### config.mk
export PLATFORM = sky130hd
export DESIGN_NAME = instr_decode
export DESIGN_NICKNAME = d
export VERILOG_FILES = /design/src/hdl/decode_pkg.sv /design/src/hdl/ppc_isa_pkg.sv /design/src/hdl/d_format_decoder.sv /design/src/hdl/decode_select.sv /design/src/hdl/ds_format_decoder.sv /design/src/hdl/instr_decode.sv
export SDC_FILE = /design/constraint.sdc
export NUM_CORES = 1
export LEC_CHECK = 0
export BUFFER_PORTS_ARGS = -buffer_cell sky130_fd_sc_hd__clkbuf_2
export CORE_UTILIZATION = 46
export CTS_CLUSTER_DIAMETER = 30
export DETAILED_ROUTE_END_ITERATION = 10
export GPL_TIMING_DRIVEN = 0
export HOLD_SLACK_MARGIN = 0.05
export PLACE_DENSITY = 0.86
export SYNTH_ARGS = -nofsm -noshare
export SYNTH_HDL_FRONTEND = slang
export SYNTH_SLANG_ARGS = --single-unit
### constraint.sdc
create_clock -name clock_i -period 3.2 [get_ports clock_i]
set_clock_uncertainty 0.05 [all_clocks]
set_input_delay 0.32 -clock clock_i [delete_from_list [all_inputs] [get_ports clock_i]]
set_output_delay 0.32 -clock clock_i [all_outputs]
set_load 0.01 [all_outputs]
### src/hdl/decode_pkg.sv
// micro-op definitions shared by the format decoders and the selector.
package decode_pkg;

	// immediate width of the decoded micro-op.
	localparam int imm_width = 64;

	// width of the operation kind code.
	localparam int kind_width = 4;

	// illegal words are the only ones that carry no operation.
	localparam logic [0:kind_width-1] k_none = 4'd0;

	// arithmetic and logical immediates.
	localparam logic [0:kind_width-1] k_add         = 4'd1;
	localparam logic [0:kind_width-1] k_add_shifted = 4'd2;
	localparam logic [0:kind_width-1] k_or_imm      = 4'd3;

	// word loads and stores, D-form.
	localparam logic [0:kind_width-1] k_load_word  = 4'd4;
	localparam logic [0:kind_width-1] k_store_word = 4'd5;

	// doubleword loads, DS-form.
	localparam logic [0:kind_width-1] k_load_dword     = 4'd6;
	localparam logic [0:kind_width-1] k_load_dword_upd = 4'd7;
	// lwa sign-extends the loaded word.
	localparam logic [0:kind_width-1] k_load_word_alg  = 4'd8;

	// doubleword and quadword stores, DS-form.
	localparam logic [0:kind_width-1] k_store_dword     = 4'd9;
	localparam logic [0:kind_width-1] k_store_dword_upd = 4'd10;
	localparam logic [0:kind_width-1] k_store_quad      = 4'd11;

endpackage

### src/hdl/ppc_isa_pkg.sv
// instruction set definitions for the supported D and DS forms.
// bit numbering is big-endian, so bit 0 is the most significant bit.
package ppc_isa_pkg;

	// word and field widths.
	localparam int instr_width  = 32;
	localparam int opcode_width = 6;
	localparam int reg_width    = 5;
	localparam int d_width      = 16;
	localparam int ds_width     = 14;
	localparam int xo_ds_width  = 2;

	// primary opcodes, D-form.
	localparam logic [0:opcode_width-1] op_addi  = 6'd14;
	localparam logic [0:opcode_width-1] op_addis = 6'd15;
	localparam logic [0:opcode_width-1] op_ori   = 6'd24;
	localparam logic [0:opcode_width-1] op_lwz   = 6'd32;
	localparam logic [0:opcode_width-1] op_stw   = 6'd36;

	// primary opcodes, DS-form.
	// the low two bits of the word select the operation.
	localparam logic [0:opcode_width-1] op_ds_load  = 6'd58;
	localparam logic [0:opcode_width-1] op_ds_store = 6'd62;

	// sub-opcodes under op_ds_load.
	localparam logic [0:xo_ds_width-1] xo_ld  = 2'd0;
	localparam logic [0:xo_ds_width-1] xo_ldu = 2'd1;
	localparam logic [0:xo_ds_width-1] xo_lwa = 2'd2;

	// sub-opcodes under op_ds_store.
	localparam logic [0:xo_ds_width-1] xo_std  = 2'd0;
	localparam logic [0:xo_ds_width-1] xo_stdu = 2'd1;
	localparam logic [0:xo_ds_width-1] xo_stq  = 2'd2;

	// one instruction word, seen either as D-form or as DS-form.
	// both views share opcode, rt and ra in bits 0 to 15.
	typedef union packed {
		struct packed {
			logic [0:opcode_width-1] opcode;
			logic [0:reg_width-1]    rt;
			logic [0:reg_width-1]    ra;
			logic [0:d_width-1]      d;
		} d;
		struct packed {
			logic [0:opcode_width-1] opcode;
			logic [0:reg_width-1]    rt;
			logic [0:reg_width-1]    ra;
			logic [0:ds_width-1]     ds;
			logic [0:xo_ds_width-1]  xo;
		} ds;
	} instr_word_u;

endpackage

### src/hdl/d_format_decoder.sv
`timescale 1ns/1ps

module d_format_decoder #(
	parameter int addr_width = 64
) (
	input  logic clock_i,
	input  logic rst_n_i,
	input  logic valid_i,
	input  logic [0:ppc_isa_pkg::instr_width-1] instruction_i,
	input  logic [0:addr_width-1] pc_i,
	output logic valid_o,
	output logic hit_o,
	output logic [0:ppc_isa_pkg::opcode_width-1] opcode_o,
	output logic [0:decode_pkg::kind_width-1] kind_o,
	output logic [0:ppc_isa_pkg::reg_width-1] reg1_o,
	output logic [0:ppc_isa_pkg::reg_width-1] reg2_o,
	output logic [0:decode_pkg::imm_width-1] imm_o,
	output logic ra_zero_o,
	output logic [0:addr_width-1] pc_o
);

	import ppc_isa_pkg::*;
	import decode_pkg::*;

	instr_word_u word;

	logic hit_c;
	logic [0:kind_width-1] kind_c;
	logic [0:imm_width-1] imm_c;
	logic ra_zero_c;

	// the d field extended both ways for the opcode case below.
	logic [0:imm_width-1] d_sext;
	logic [0:imm_width-1] d_zext;

	assign word = instruction_i;

	assign d_sext = {{(imm_width-d_width){word.d.d[0]}}, word.d.d};
	assign d_zext = {{(imm_width-d_width){1'b0}}, word.d.d};

	always_comb begin
		hit_c = valid_i;
		kind_c = k_none;
		imm_c = d_sext;
		// ra of zero means a literal zero, not r0.
		ra_zero_c = 1'b1;
		case (word.d.opcode)
			op_addi: begin
				kind_c = k_add;
			end
			op_addis: begin
				kind_c = k_add_shifted;
				imm_c = {d_sext[d_width:imm_width-1], {d_width{1'b0}}};
			end
			op_ori: begin
				// logical immediates are unsigned and use ra as a real register.
				kind_c = k_or_imm;
				imm_c = d_zext;
				ra_zero_c = 1'b0;
			end
			op_lwz: begin
				kind_c = k_load_word;
			end
			op_stw: begin
				kind_c = k_store_word;
			end
			default: begin
				hit_c = 1'b0;
			end
		endcase
	end

	// stage control.
	always_ff @(posedge clock_i) begin
		if (!rst_n_i) begin
			valid_o <= 1'b0;
			hit_o <= 1'b0;
		end else begin
			valid_o <= valid_i;
			hit_o <= hit_c;
		end
	end

	// the payload registers also carry the pc for the whole stage.
	always_ff @(posedge clock_i) begin
		if (valid_i) begin
			opcode_o <= word.d.opcode;
			kind_o <= kind_c;
			reg1_o <= word.d.rt;
			reg2_o <= word.d.ra;
			imm_o <= imm_c;
			ra_zero_o <= ra_zero_c;
			pc_o <= pc_i;
		end
	end

endmodule

### src/hdl/decode_select.sv
`timescale 1ns/1ps

module decode_select #(
	parameter int addr_width = 64
) (
	input  logic clock_i,
	input  logic rst_n_i,
	input  logic valid_i,
	input  logic d_hit_i,
	input  logic ds_hit_i,
	input  logic [0:ppc_isa_pkg::opcode_width-1] opcode_i,
	input  logic [0:decode_pkg::kind_width-1] d_kind_i,
	input  logic [0:decode_pkg::kind_width-1] ds_kind_i,
	input  logic [0:ppc_isa_pkg::reg_width-1] d_reg1_i,
	input  logic [0:ppc_isa_pkg::reg_width-1] d_reg2_i,
	input  logic [0:ppc_isa_pkg::reg_width-1] ds_reg1_i,
	input  logic [0:ppc_isa_pkg::reg_width-1] ds_reg2_i,
	input  logic [0:decode_pkg::imm_width-1] d_imm_i,
	input  logic [0:decode_pkg::imm_width-1] ds_imm_i,
	input  logic d_ra_zero_i,
	input  logic ds_ra_zero_i,
	input  logic [0:addr_width-1] pc_i,
	output logic valid_o,
	output logic illegal_o,
	output logic [0:ppc_isa_pkg::opcode_width-1] opcode_o,
	output logic [0:decode_pkg::kind_width-1] kind_o,
	output logic [0:ppc_isa_pkg::reg_width-1] reg1_o,
	output logic [0:ppc_isa_pkg::reg_width-1] reg2_o,
	output logic [0:decode_pkg::imm_width-1] imm_o,
	output logic ra_zero_o,
	output logic [0:addr_width-1] pc_o
);

	import decode_pkg::*;

	always_ff @(posedge clock_i) begin
		if (!rst_n_i) begin
			valid_o <= 1'b0;
			illegal_o <= 1'b0;
		end else begin
			valid_o <= valid_i;
			illegal_o <= valid_i && !d_hit_i && !ds_hit_i;
		end
	end

	// the hit sets are disjoint by opcode, so at most one decoder hits.
	always_ff @(posedge clock_i) begin
		if (valid_i) begin
			opcode_o <= opcode_i;
			pc_o <= pc_i;
			if (ds_hit_i) begin
				kind_o <= ds_kind_i;
				reg1_o <= ds_reg1_i;
				reg2_o <= ds_reg2_i;
				imm_o <= ds_imm_i;
				ra_zero_o <= ds_ra_zero_i;
			end else begin
				// D fields also serve as filler for illegal words.
				kind_o <= d_hit_i ? d_kind_i : k_none;
				reg1_o <= d_reg1_i;
				reg2_o <= d_reg2_i;
				imm_o <= d_imm_i;
				ra_zero_o <= d_ra_zero_i;
			end
		end
	end

endmodule

### src/hdl/ds_format_decoder.sv
`timescale 1ns/1ps

module ds_format_decoder #(
	parameter int addr_width = 64
) (
	input  logic clock_i,
	input  logic rst_n_i,
	input  logic valid_i,
	input  logic [0:ppc_isa_pkg::instr_width-1] instruction_i,
	output logic hit_o,
	output logic [0:ppc_isa_pkg::opcode_width-1] opcode_o,
	output logic [0:decode_pkg::kind_width-1] kind_o,
	output logic [0:ppc_isa_pkg::reg_width-1] reg1_o,
	output logic [0:ppc_isa_pkg::reg_width-1] reg2_o,
	output logic [0:decode_pkg::imm_width-1] imm_o,
	output logic ra_zero_o
);

	import ppc_isa_pkg::*;
	import decode_pkg::*;

	instr_word_u word;

	logic hit_c;
	logic [0:kind_width-1] kind_c;
	logic ra_zero_c;

	// the word-aligned displacement is sign-extended to the immediate width.
	logic [0:imm_width-1] disp_c;

	assign word = instruction_i;

	assign disp_c = {{(imm_width-ds_width-2){word.ds.ds[0]}}, word.ds.ds, 2'b00};

	always_comb begin
		hit_c = 1'b0;
		kind_c = k_none;
		ra_zero_c = 1'b1;
		if (valid_i) begin
			case (word.ds.opcode)
				op_ds_load: begin
					hit_c = 1'b1;
					case (word.ds.xo)
						xo_ld: kind_c = k_load_dword;
						xo_ldu: begin
							// update form writes the address back into ra.
							kind_c = k_load_dword_upd;
							ra_zero_c = 1'b0;
						end
						xo_lwa: kind_c = k_load_word_alg;
						default: hit_c = 1'b0;
					endcase
				end
				op_ds_store: begin
					hit_c = 1'b1;
					case (word.ds.xo)
						xo_std: kind_c = k_store_dword;
						xo_stdu: begin
							kind_c = k_store_dword_upd;
							ra_zero_c = 1'b0;
						end
						xo_stq: kind_c = k_store_quad;
						default: hit_c = 1'b0;
					endcase
				end
				default: hit_c = 1'b0;
			endcase
		end
	end

	always_ff @(posedge clock_i) begin
		if (!rst_n_i) begin
			hit_o <= 1'b0;
		end else begin
			hit_o <= hit_c;
		end
	end

	always_ff @(posedge clock_i) begin
		if (valid_i) begin
			opcode_o <= word.ds.opcode;
			kind_o <= kind_c;
			reg1_o <= word.ds.rt;
			reg2_o <= word.ds.ra;
			imm_o <= disp_c;
			ra_zero_o <= ra_zero_c;
		end
	end

endmodule

### src/hdl/instr_decode.sv
`timescale 1ns/1ps

module instr_decode #(
	parameter int addr_width = 64
) (
	input  logic clock_i,
	input  logic rst_n_i,
	input  logic valid_i,
	input  logic [0:ppc_isa_pkg::instr_width-1] instruction_i,
	input  logic [0:addr_width-1] pc_i,
	output logic valid_o,
	output logic illegal_o,
	output logic [0:ppc_isa_pkg::opcode_width-1] opcode_o,
	output logic [0:decode_pkg::kind_width-1] kind_o,
	output logic [0:ppc_isa_pkg::reg_width-1] reg1_o,
	output logic [0:ppc_isa_pkg::reg_width-1] reg2_o,
	output logic [0:decode_pkg::imm_width-1] imm_o,
	output logic ra_zero_o,
	output logic [0:addr_width-1] pc_o
);

	import ppc_isa_pkg::*;
	import decode_pkg::*;

	logic d_valid;
	logic d_hit;
	logic ds_hit;
	logic [0:opcode_width-1] d_opcode;
	logic [0:kind_width-1] d_kind;
	logic [0:kind_width-1] ds_kind;
	logic [0:reg_width-1] d_reg1;
	logic [0:reg_width-1] d_reg2;
	logic [0:reg_width-1] ds_reg1;
	logic [0:reg_width-1] ds_reg2;
	logic [0:imm_width-1] d_imm;
	logic [0:imm_width-1] ds_imm;
	logic d_ra_zero;
	logic ds_ra_zero;
	logic [0:addr_width-1] d_pc;

	d_format_decoder #(
		.addr_width(addr_width)
	) u_d_dec (
		.clock_i(clock_i),
		.rst_n_i(rst_n_i),
		.valid_i(valid_i),
		.instruction_i(instruction_i),
		.pc_i(pc_i),
		.valid_o(d_valid),
		.hit_o(d_hit),
		.opcode_o(d_opcode),
		.kind_o(d_kind),
		.reg1_o(d_reg1),
		.reg2_o(d_reg2),
		.imm_o(d_imm),
		.ra_zero_o(d_ra_zero),
		.pc_o(d_pc)
	);

	// the D decoder holds the same opcode bits, so this copy stays open.
	ds_format_decoder #(
		.addr_width(addr_width)
	) u_ds_dec (
		.clock_i(clock_i),
		.rst_n_i(rst_n_i),
		.valid_i(valid_i),
		.instruction_i(instruction_i),
		.hit_o(ds_hit),
		.opcode_o(),
		.kind_o(ds_kind),
		.reg1_o(ds_reg1),
		.reg2_o(ds_reg2),
		.imm_o(ds_imm),
		.ra_zero_o(ds_ra_zero)
	);

	decode_select #(
		.addr_width(addr_width)
	) u_select (
		.clock_i(clock_i),
		.rst_n_i(rst_n_i),
		.valid_i(d_valid),
		.d_hit_i(d_hit),
		.ds_hit_i(ds_hit),
		.opcode_i(d_opcode),
		.d_kind_i(d_kind),
		.ds_kind_i(ds_kind),
		.d_reg1_i(d_reg1),
		.d_reg2_i(d_reg2),
		.ds_reg1_i(ds_reg1),
		.ds_reg2_i(ds_reg2),
		.d_imm_i(d_imm),
		.ds_imm_i(ds_imm),
		.d_ra_zero_i(d_ra_zero),
		.ds_ra_zero_i(ds_ra_zero),
		.pc_i(d_pc),
		.valid_o(valid_o),
		.illegal_o(illegal_o),
		.opcode_o(opcode_o),
		.kind_o(kind_o),
		.reg1_o(reg1_o),
		.reg2_o(reg2_o),
		.imm_o(imm_o),
		.ra_zero_o(ra_zero_o),
		.pc_o(pc_o)
	);

endmodule

Word-level counts from Yosys, hierarchy flattened
Cells that the tools add are included.
W data, S select, Z words.
{"block": "word_totals", "wordCells": 54, "memories": 0, "mem_bits_ro": 0, "input_bits": 99, "latch_bits": 0, "register_bits": 322, "out_inout_bits": 151, "mem_bits_rw": 0}
{"block": "op_classes", "muxes": 12, "add_sub_neg": 0, "bitwise": 0, "shifts": 0, "reduce_logical": 10, "mul": 0, "eq_ne": 9, "magnitude_cmp": 0, "div_mod_pow": 0}
{"cell": "$pmux W64 S2", "n": 1}
{"cell": "$mux W64", "n": 1}
{"cell": "$eq A6 B6 Y1 const B", "n": 4}
{"cell": "$pmux W4 S3", "n": 2}
{"cell": "$pmux W3 S5", "n": 1}
{"cell": "$eq A6 B4 Y1 const B", "n": 2}
{"cell": "$mux W4", "n": 2}
{"cell": "$pmux W4 S2", "n": 1}
{"cell": "$eq A6 B5 Y1 const B", "n": 1}
{"cell": "$reduce_or A5 Y1", "n": 1}
{"cell": "$mux W1", "n": 4}
{"cell": "$reduce_and A3 Y1", "n": 1}
{"cell": "$reduce_or A3 Y1", "n": 1}
{"cell": "$eq A2 B1 Y1 const B", "n": 1}
{"cell": "$eq A2 B2 Y1 const B", "n": 1}
{"cell": "$logic_and A1 B1 Y1", "n": 2}
{"cell": "$logic_not A1 Y1", "n": 2}
{"cell": "$logic_not A2 Y1", "n": 1}
{"cell": "$reduce_and A2 Y1", "n": 1}
{"cell": "$reduce_or A2 Y1", "n": 1}

Longest topological paths before layout
{"block": "depth", "word_depth": 3, "mapped_depth": 5, "ltp_nobuf": 4}

Modules after synthesis
From an unflattened synthesis, not the netlist that was laid out.
{"block": "hier_totals", "cells_unflattened": 562, "area_unflattened_um2": 11673.7}
{"module": "decode_select", "seq_area_each_um2": 4514.3, "cells_per_inst": 244, "area_each_um2": 5858.1, "n_inst": 1}
{"module": "d_format_decoder", "seq_area_each_um2": 3523.4, "cells_per_inst": 208, "area_each_um2": 4192.8, "n_inst": 1}
{"module": "ds_format_decoder", "seq_area_each_um2": 1071.0, "cells_per_inst": 110, "area_each_um2": 1622.8, "n_inst": 1}

Worst setup path before layout
OpenSTA, ideal clock, no wires.
{"block": "synth_timing", "kind": "flip-flop to flip-flop", "startpoint": "register u_d_dec.valid_o", "endpoint": "register u_select.illegal_o", "path_buffers": 0, "stages_incl_launch_ff": 3, "t_required_ns": 3.070, "setup_ns": 0.080, "synth_period_minus_slack_ns": 3.487, "t_arrival_ns": 3.357, "slack_ns": -0.287, "cell_sequence": "dfxtp_1 > and2_1 > nor3b_1"}
{"block": "synth_between", "elab_chain_len": 2}
{"element": "start: declaration", "line_no": "d_format_decoder.sv:11", "text": "output logic valid_o,"}
{"element": "start signal: assignment", "line_no": "d_format_decoder.sv:79", "text": "valid_o <= valid_i;"}
{"element": "$logic_and A1 B1 Y1 (2 in series)", "line_no": "decode_select.sv:42", "text": "illegal_o <= valid_i && !d_hit_i && !ds_hit_i;"}
{"element": "end signal: assignment", "line_no": "decode_select.sv:42"}
{"element": "end: declaration", "line_no": "decode_select.sv:24", "text": "output logic illegal_o,"}
No other way between the ends.
A chain may end at the register's enable or synchronous reset.

==> run summary <==
The flow ran to the end, and the final reports show no timing, DRC or antenna violations. In this run the clock root is driven by a clkbuf_16. Setup violations remaining at the end of the flow were counted as 0. The post-synthesis cell type count is 30. The leakage power summed over all cells is ~5.3 nW. The area enclosed by the die boundary came out at between 0.015 and 0.02 mm2. The TritonCTS clock tree is yes. Across all setup checks in the final design, the least slack found is 0.902 ns.

The finished cells cover around 0.013 mm2. For this run, the share of the core covered by cells in the final layout is 69.4%. After detailed placement, the total cell area comes to about 0.010 mm2. The number of warnings reported in the yosys synthesis log is 0.

The count of cells resized by post-cts repair is 0. Clock latency on the worst-skew pair, taken at its later pin, is between 0.5 and 0.6 ns. A synthesized cell averages 20.5 um2.

After Yosys synthesis, full adders, half adders and majority gates account for less than 1% of the synthesized area. The effective utilization at floorplan came out at 47.2%. Leaving out fill and tap cells, the most frequent cell in the layout is edfxtp_1. The simple-gate share of the synthesized area came out at 3.07%. Across the run, the number of max-cap violations was 0. The setup path with the least slack is of type flip-flop to primary output.

The cell count after synthesis came out at ~430. The count of buffer and inverter cells on the critical path is 2. The number of antenna violations at the first check in global routing came out at 0. The number of top-level pins came out at 250. Setup repair after global routing left no endpoint under its margin. Among all flip-flop cells after synthesis, the most frequent one is edfxtp_1. The fraction of synthesis flops using an asynchronous set or reset pin is 0%. The number of CTS-inserted buffers came out at 47. Routability-driven placement finished with a final weighted congestion of around 0.75. After global routing the overflow that remains totals 0.

Wire segments on met3 add up to roughly 1.3 mm in the final route. The via count of the first global-routing pass came out at 5347. The count of final max-slew check failures came out at 0. Counting flops with a built-in enable in the synthesized netlist gives 252. The data arrival time of the critical path is 1.93 ns.

The master of the slowest instance on the critical path is edfxtp_1. The number of antenna repair diodes came out at 0. The time the final worst path needs with I/O delays and setup is between 2 and 2.5 ns.

The clock sink total came out at roughly 260. The final non-filler cell total is around 1100. The biggest area contributor in the post-synthesis netlist is edfxtp_1. CTS built an H-tree with a depth of 2. The net count of the finished layout is 932. In the routed design, unresolved DRC markers number 0. The net count after synthesis came out at about 540.

Traced cell by cell, the critical path runs through buf_4 -> clkbuf_2. Relative to the synthesized area, the layout overhead comes to 47.0%. Once detailed placement completed, the half-perimeter wirelength came to about 11 mm. In the post-synthesis netlist, the biggest area contributors are edfxtp_1, buf_4, mux2_2. Synthesis inferred 257 register bits. The clock-pin slew on the worst setup and hold paths is ~0.050 ns. The post-detailed-route via-to-cell ratio is between 4 and 5. The total via count in the routed design came out at ~5100.

The top routing layer in use is met4. Of the total synthesized cell area, the portion taken by XOR and XNOR cells is 0%. The transition time at the pin with the least slew margin is around 1.0 ns. The total detailed-routing wirelength is slightly below 20 mm.

The layout cell share with drive strength beyond 1 came out at around 44%. The final number of hold-violating endpoints is 0. The floorplan row count is 50. The total power is approximately 9.6 mW. Leaving out fill and tap cells, the most frequent cells in the layout are edfxtp_1, clkbuf_2, dlygate4sd3_1. At the worst endpoint, the required time is 2.83 ns. The min-delay analysis places its worst path in the category input port to flip-flop. In this run the vertical extent of the chip is between 100 and 150 um. STA classifies the critical path startpoint as a flip-flop. The buffer levels on the longest clock path came out at 3. Once the clock tree was built, the setup fixing pass inserted 0 buffers. On the worst path, the slowest cell contributes a delay of about 1.0 ns.

The total routed wire length on the met1 layer came out at roughly 7.1 mm. The first global-routing pass estimated 29.0 mm of wire. The top cell family by delay on the critical path is flip-flops. Summing the areas of all compound-gate instances in the mapped netlist gives under 10% of the synthesized area. The max-slew headroom at the worst pin is about a third. The first routing iteration left between 200 and 250 violations. The peak fanout along the critical path is 33. The multiplexer share of the synthesized area is under 10%.

STA classifies the critical path endpoint as a primary output. Port buffering added ~250 buffers. The pre-CTS setup slack came out at roughly 1.3 ns.

The pin count of the biggest net entering global routing came out at 76. The area share of the leading cell type in the synthesized netlist came out at around 85%. After detailed placement, the design holds a cell count of between 900 and 1000. The mean routed wirelength per cell came out at approximately 18 um. The routed wire length on met2 came out at between 10 and 15 mm. The worst path uses a little under three quarters of the clock period. The count of nets left with antenna violations once routing finished came out at 0. Summing every instance area after synthesis gives a little under 0.009 mm2.

The first-pass iteration count of the detailed router is 4. The region available for standard cell placement spans between 0.015 and 0.02 mm2. The highest attainable clock frequency came out at approximately 0.44 GHz. In the global route stage, overall resource usage came out at between 10% and 20%.

The power per unit of standard cell area is 736 mW/mm2. VDD sags by at most ~0.40 mV. The dominant combinational cell family by area after synthesis is buffers and inverters. The die boundary width came out at about 140 um.

The sequential element share of the synthesized area is between 80% and 90%.
## through the flow
| stage | setup TNS [ns] | hold WS [ns] |
|---|---|---|
| 3_5_place_dp | 0 | 0.355 |
| 2_1_floorplan | 0 | 0.350 |
| 3_3_place_gp | -0.420 | 0.350 |
| 4_1_cts | 0 | 0.0859 |
| 5_1_grt | 0 | 0.101 |
| 6_report | 0 | 0.122 |
## synth_stat cells, drive strengths merged (2+ instances only)
cell / number
nor3b: 2
nor2b: 4
nand2: 9
inv: 23
o21ai: 19
o21bai: 2
buf: 37
mux2: 14
a22o: 2
and2: 18
clkbuf: 4
dfxtp: 5
edfxtp: 252
a21o: 15
ha: 6
nor2: 6
and4bb: 2
a21oi: 5
## flip-flops by register name, summed over array words and instances (netlist names), 3 cells and up
| name | count |
|---|---|
| u_d_dec.opcode_o | 6 |
| u_select.imm_o | 32 |
| u_select.kind_o | 4 |
| u_ds_dec.imm_o | 14 |
| u_select.reg1_o | 5 |
| u_d_dec.imm_o | 32 |
| u_d_dec.pc_o | 64 |
| u_d_dec.reg2_o | 5 |
| u_ds_dec.reg1_o | 5 |
| u_d_dec.kind_o | 3 |
| u_select.reg2_o | 5 |
| u_select.opcode_o | 6 |
| u_select.pc_o | 64 |
| u_ds_dec.kind_o | 4 |
## worst paths after layout
| kind | depth (start not counted) | slack (ns) | start | endpoint |
|---|---|---|---|---|
| worst max register to register | 2 | 1.47 | u_ds_dec.hit_o | u_select.imm_o[57] |
| worst min register to register | 0 | 0.36 | u_d_dec.pc_o[9] | u_select.pc_o[9] |
| worst min-delay path | 1 | 0.12 | instruction_i[3] | u_d_dec.opcode_o[3] |
| worst max-delay path | 2 | 0.90 | u_select.imm_o[1] | imm_o[0] |
## layer usage
metal  GRT usage (%)  vias up
met2            37.5      208
met4            6.06        0
met3            4.93       26
li1                -     2408
met5               0        -
met1            20.8     2482
## final cells by class
type | count | area, um2
Sequential cell | 257 | 7670
Buffer | 41 | 290
Tap cell | 234 | 293
Fill cell | 1194 | 5750
Inverter | 23 | 86.3
Clock inverter | 34 | 383
Multi-Input combinational cell | 112 | 813
Clock buffer | 53 | 1230
Timing Repair Buffer | 345 | 2250
## power breakdown
group / switching [mW] / internal (mW) / total (mW)
Sequential: 0.0911 / 4.00 / 4.09
Clock: 1.65 / 3.27 / 4.92
Combinational: 0.285 / 0.287 / 0.571
Total: 2.03 / 7.55 / 9.58
## logic make-up after synthesis
| logic type | Yosys count |
|---|---|
| compound gates | 45 |
| fa+ha+maj | 6 |
| buf+inv | 64 |
| flops | 257 |
| mux | 15 |
| simple gates | 46 |
## timing repair
| action | CTS | global route |
|---|---|---|
| endpoints found under the hold margin | 105 | 0 |
| setup endpoints to repair | 0 | 0 |
| hold buffers | 94 | 0 |
No activity file was read; power rests on OpenSTA's default activity.
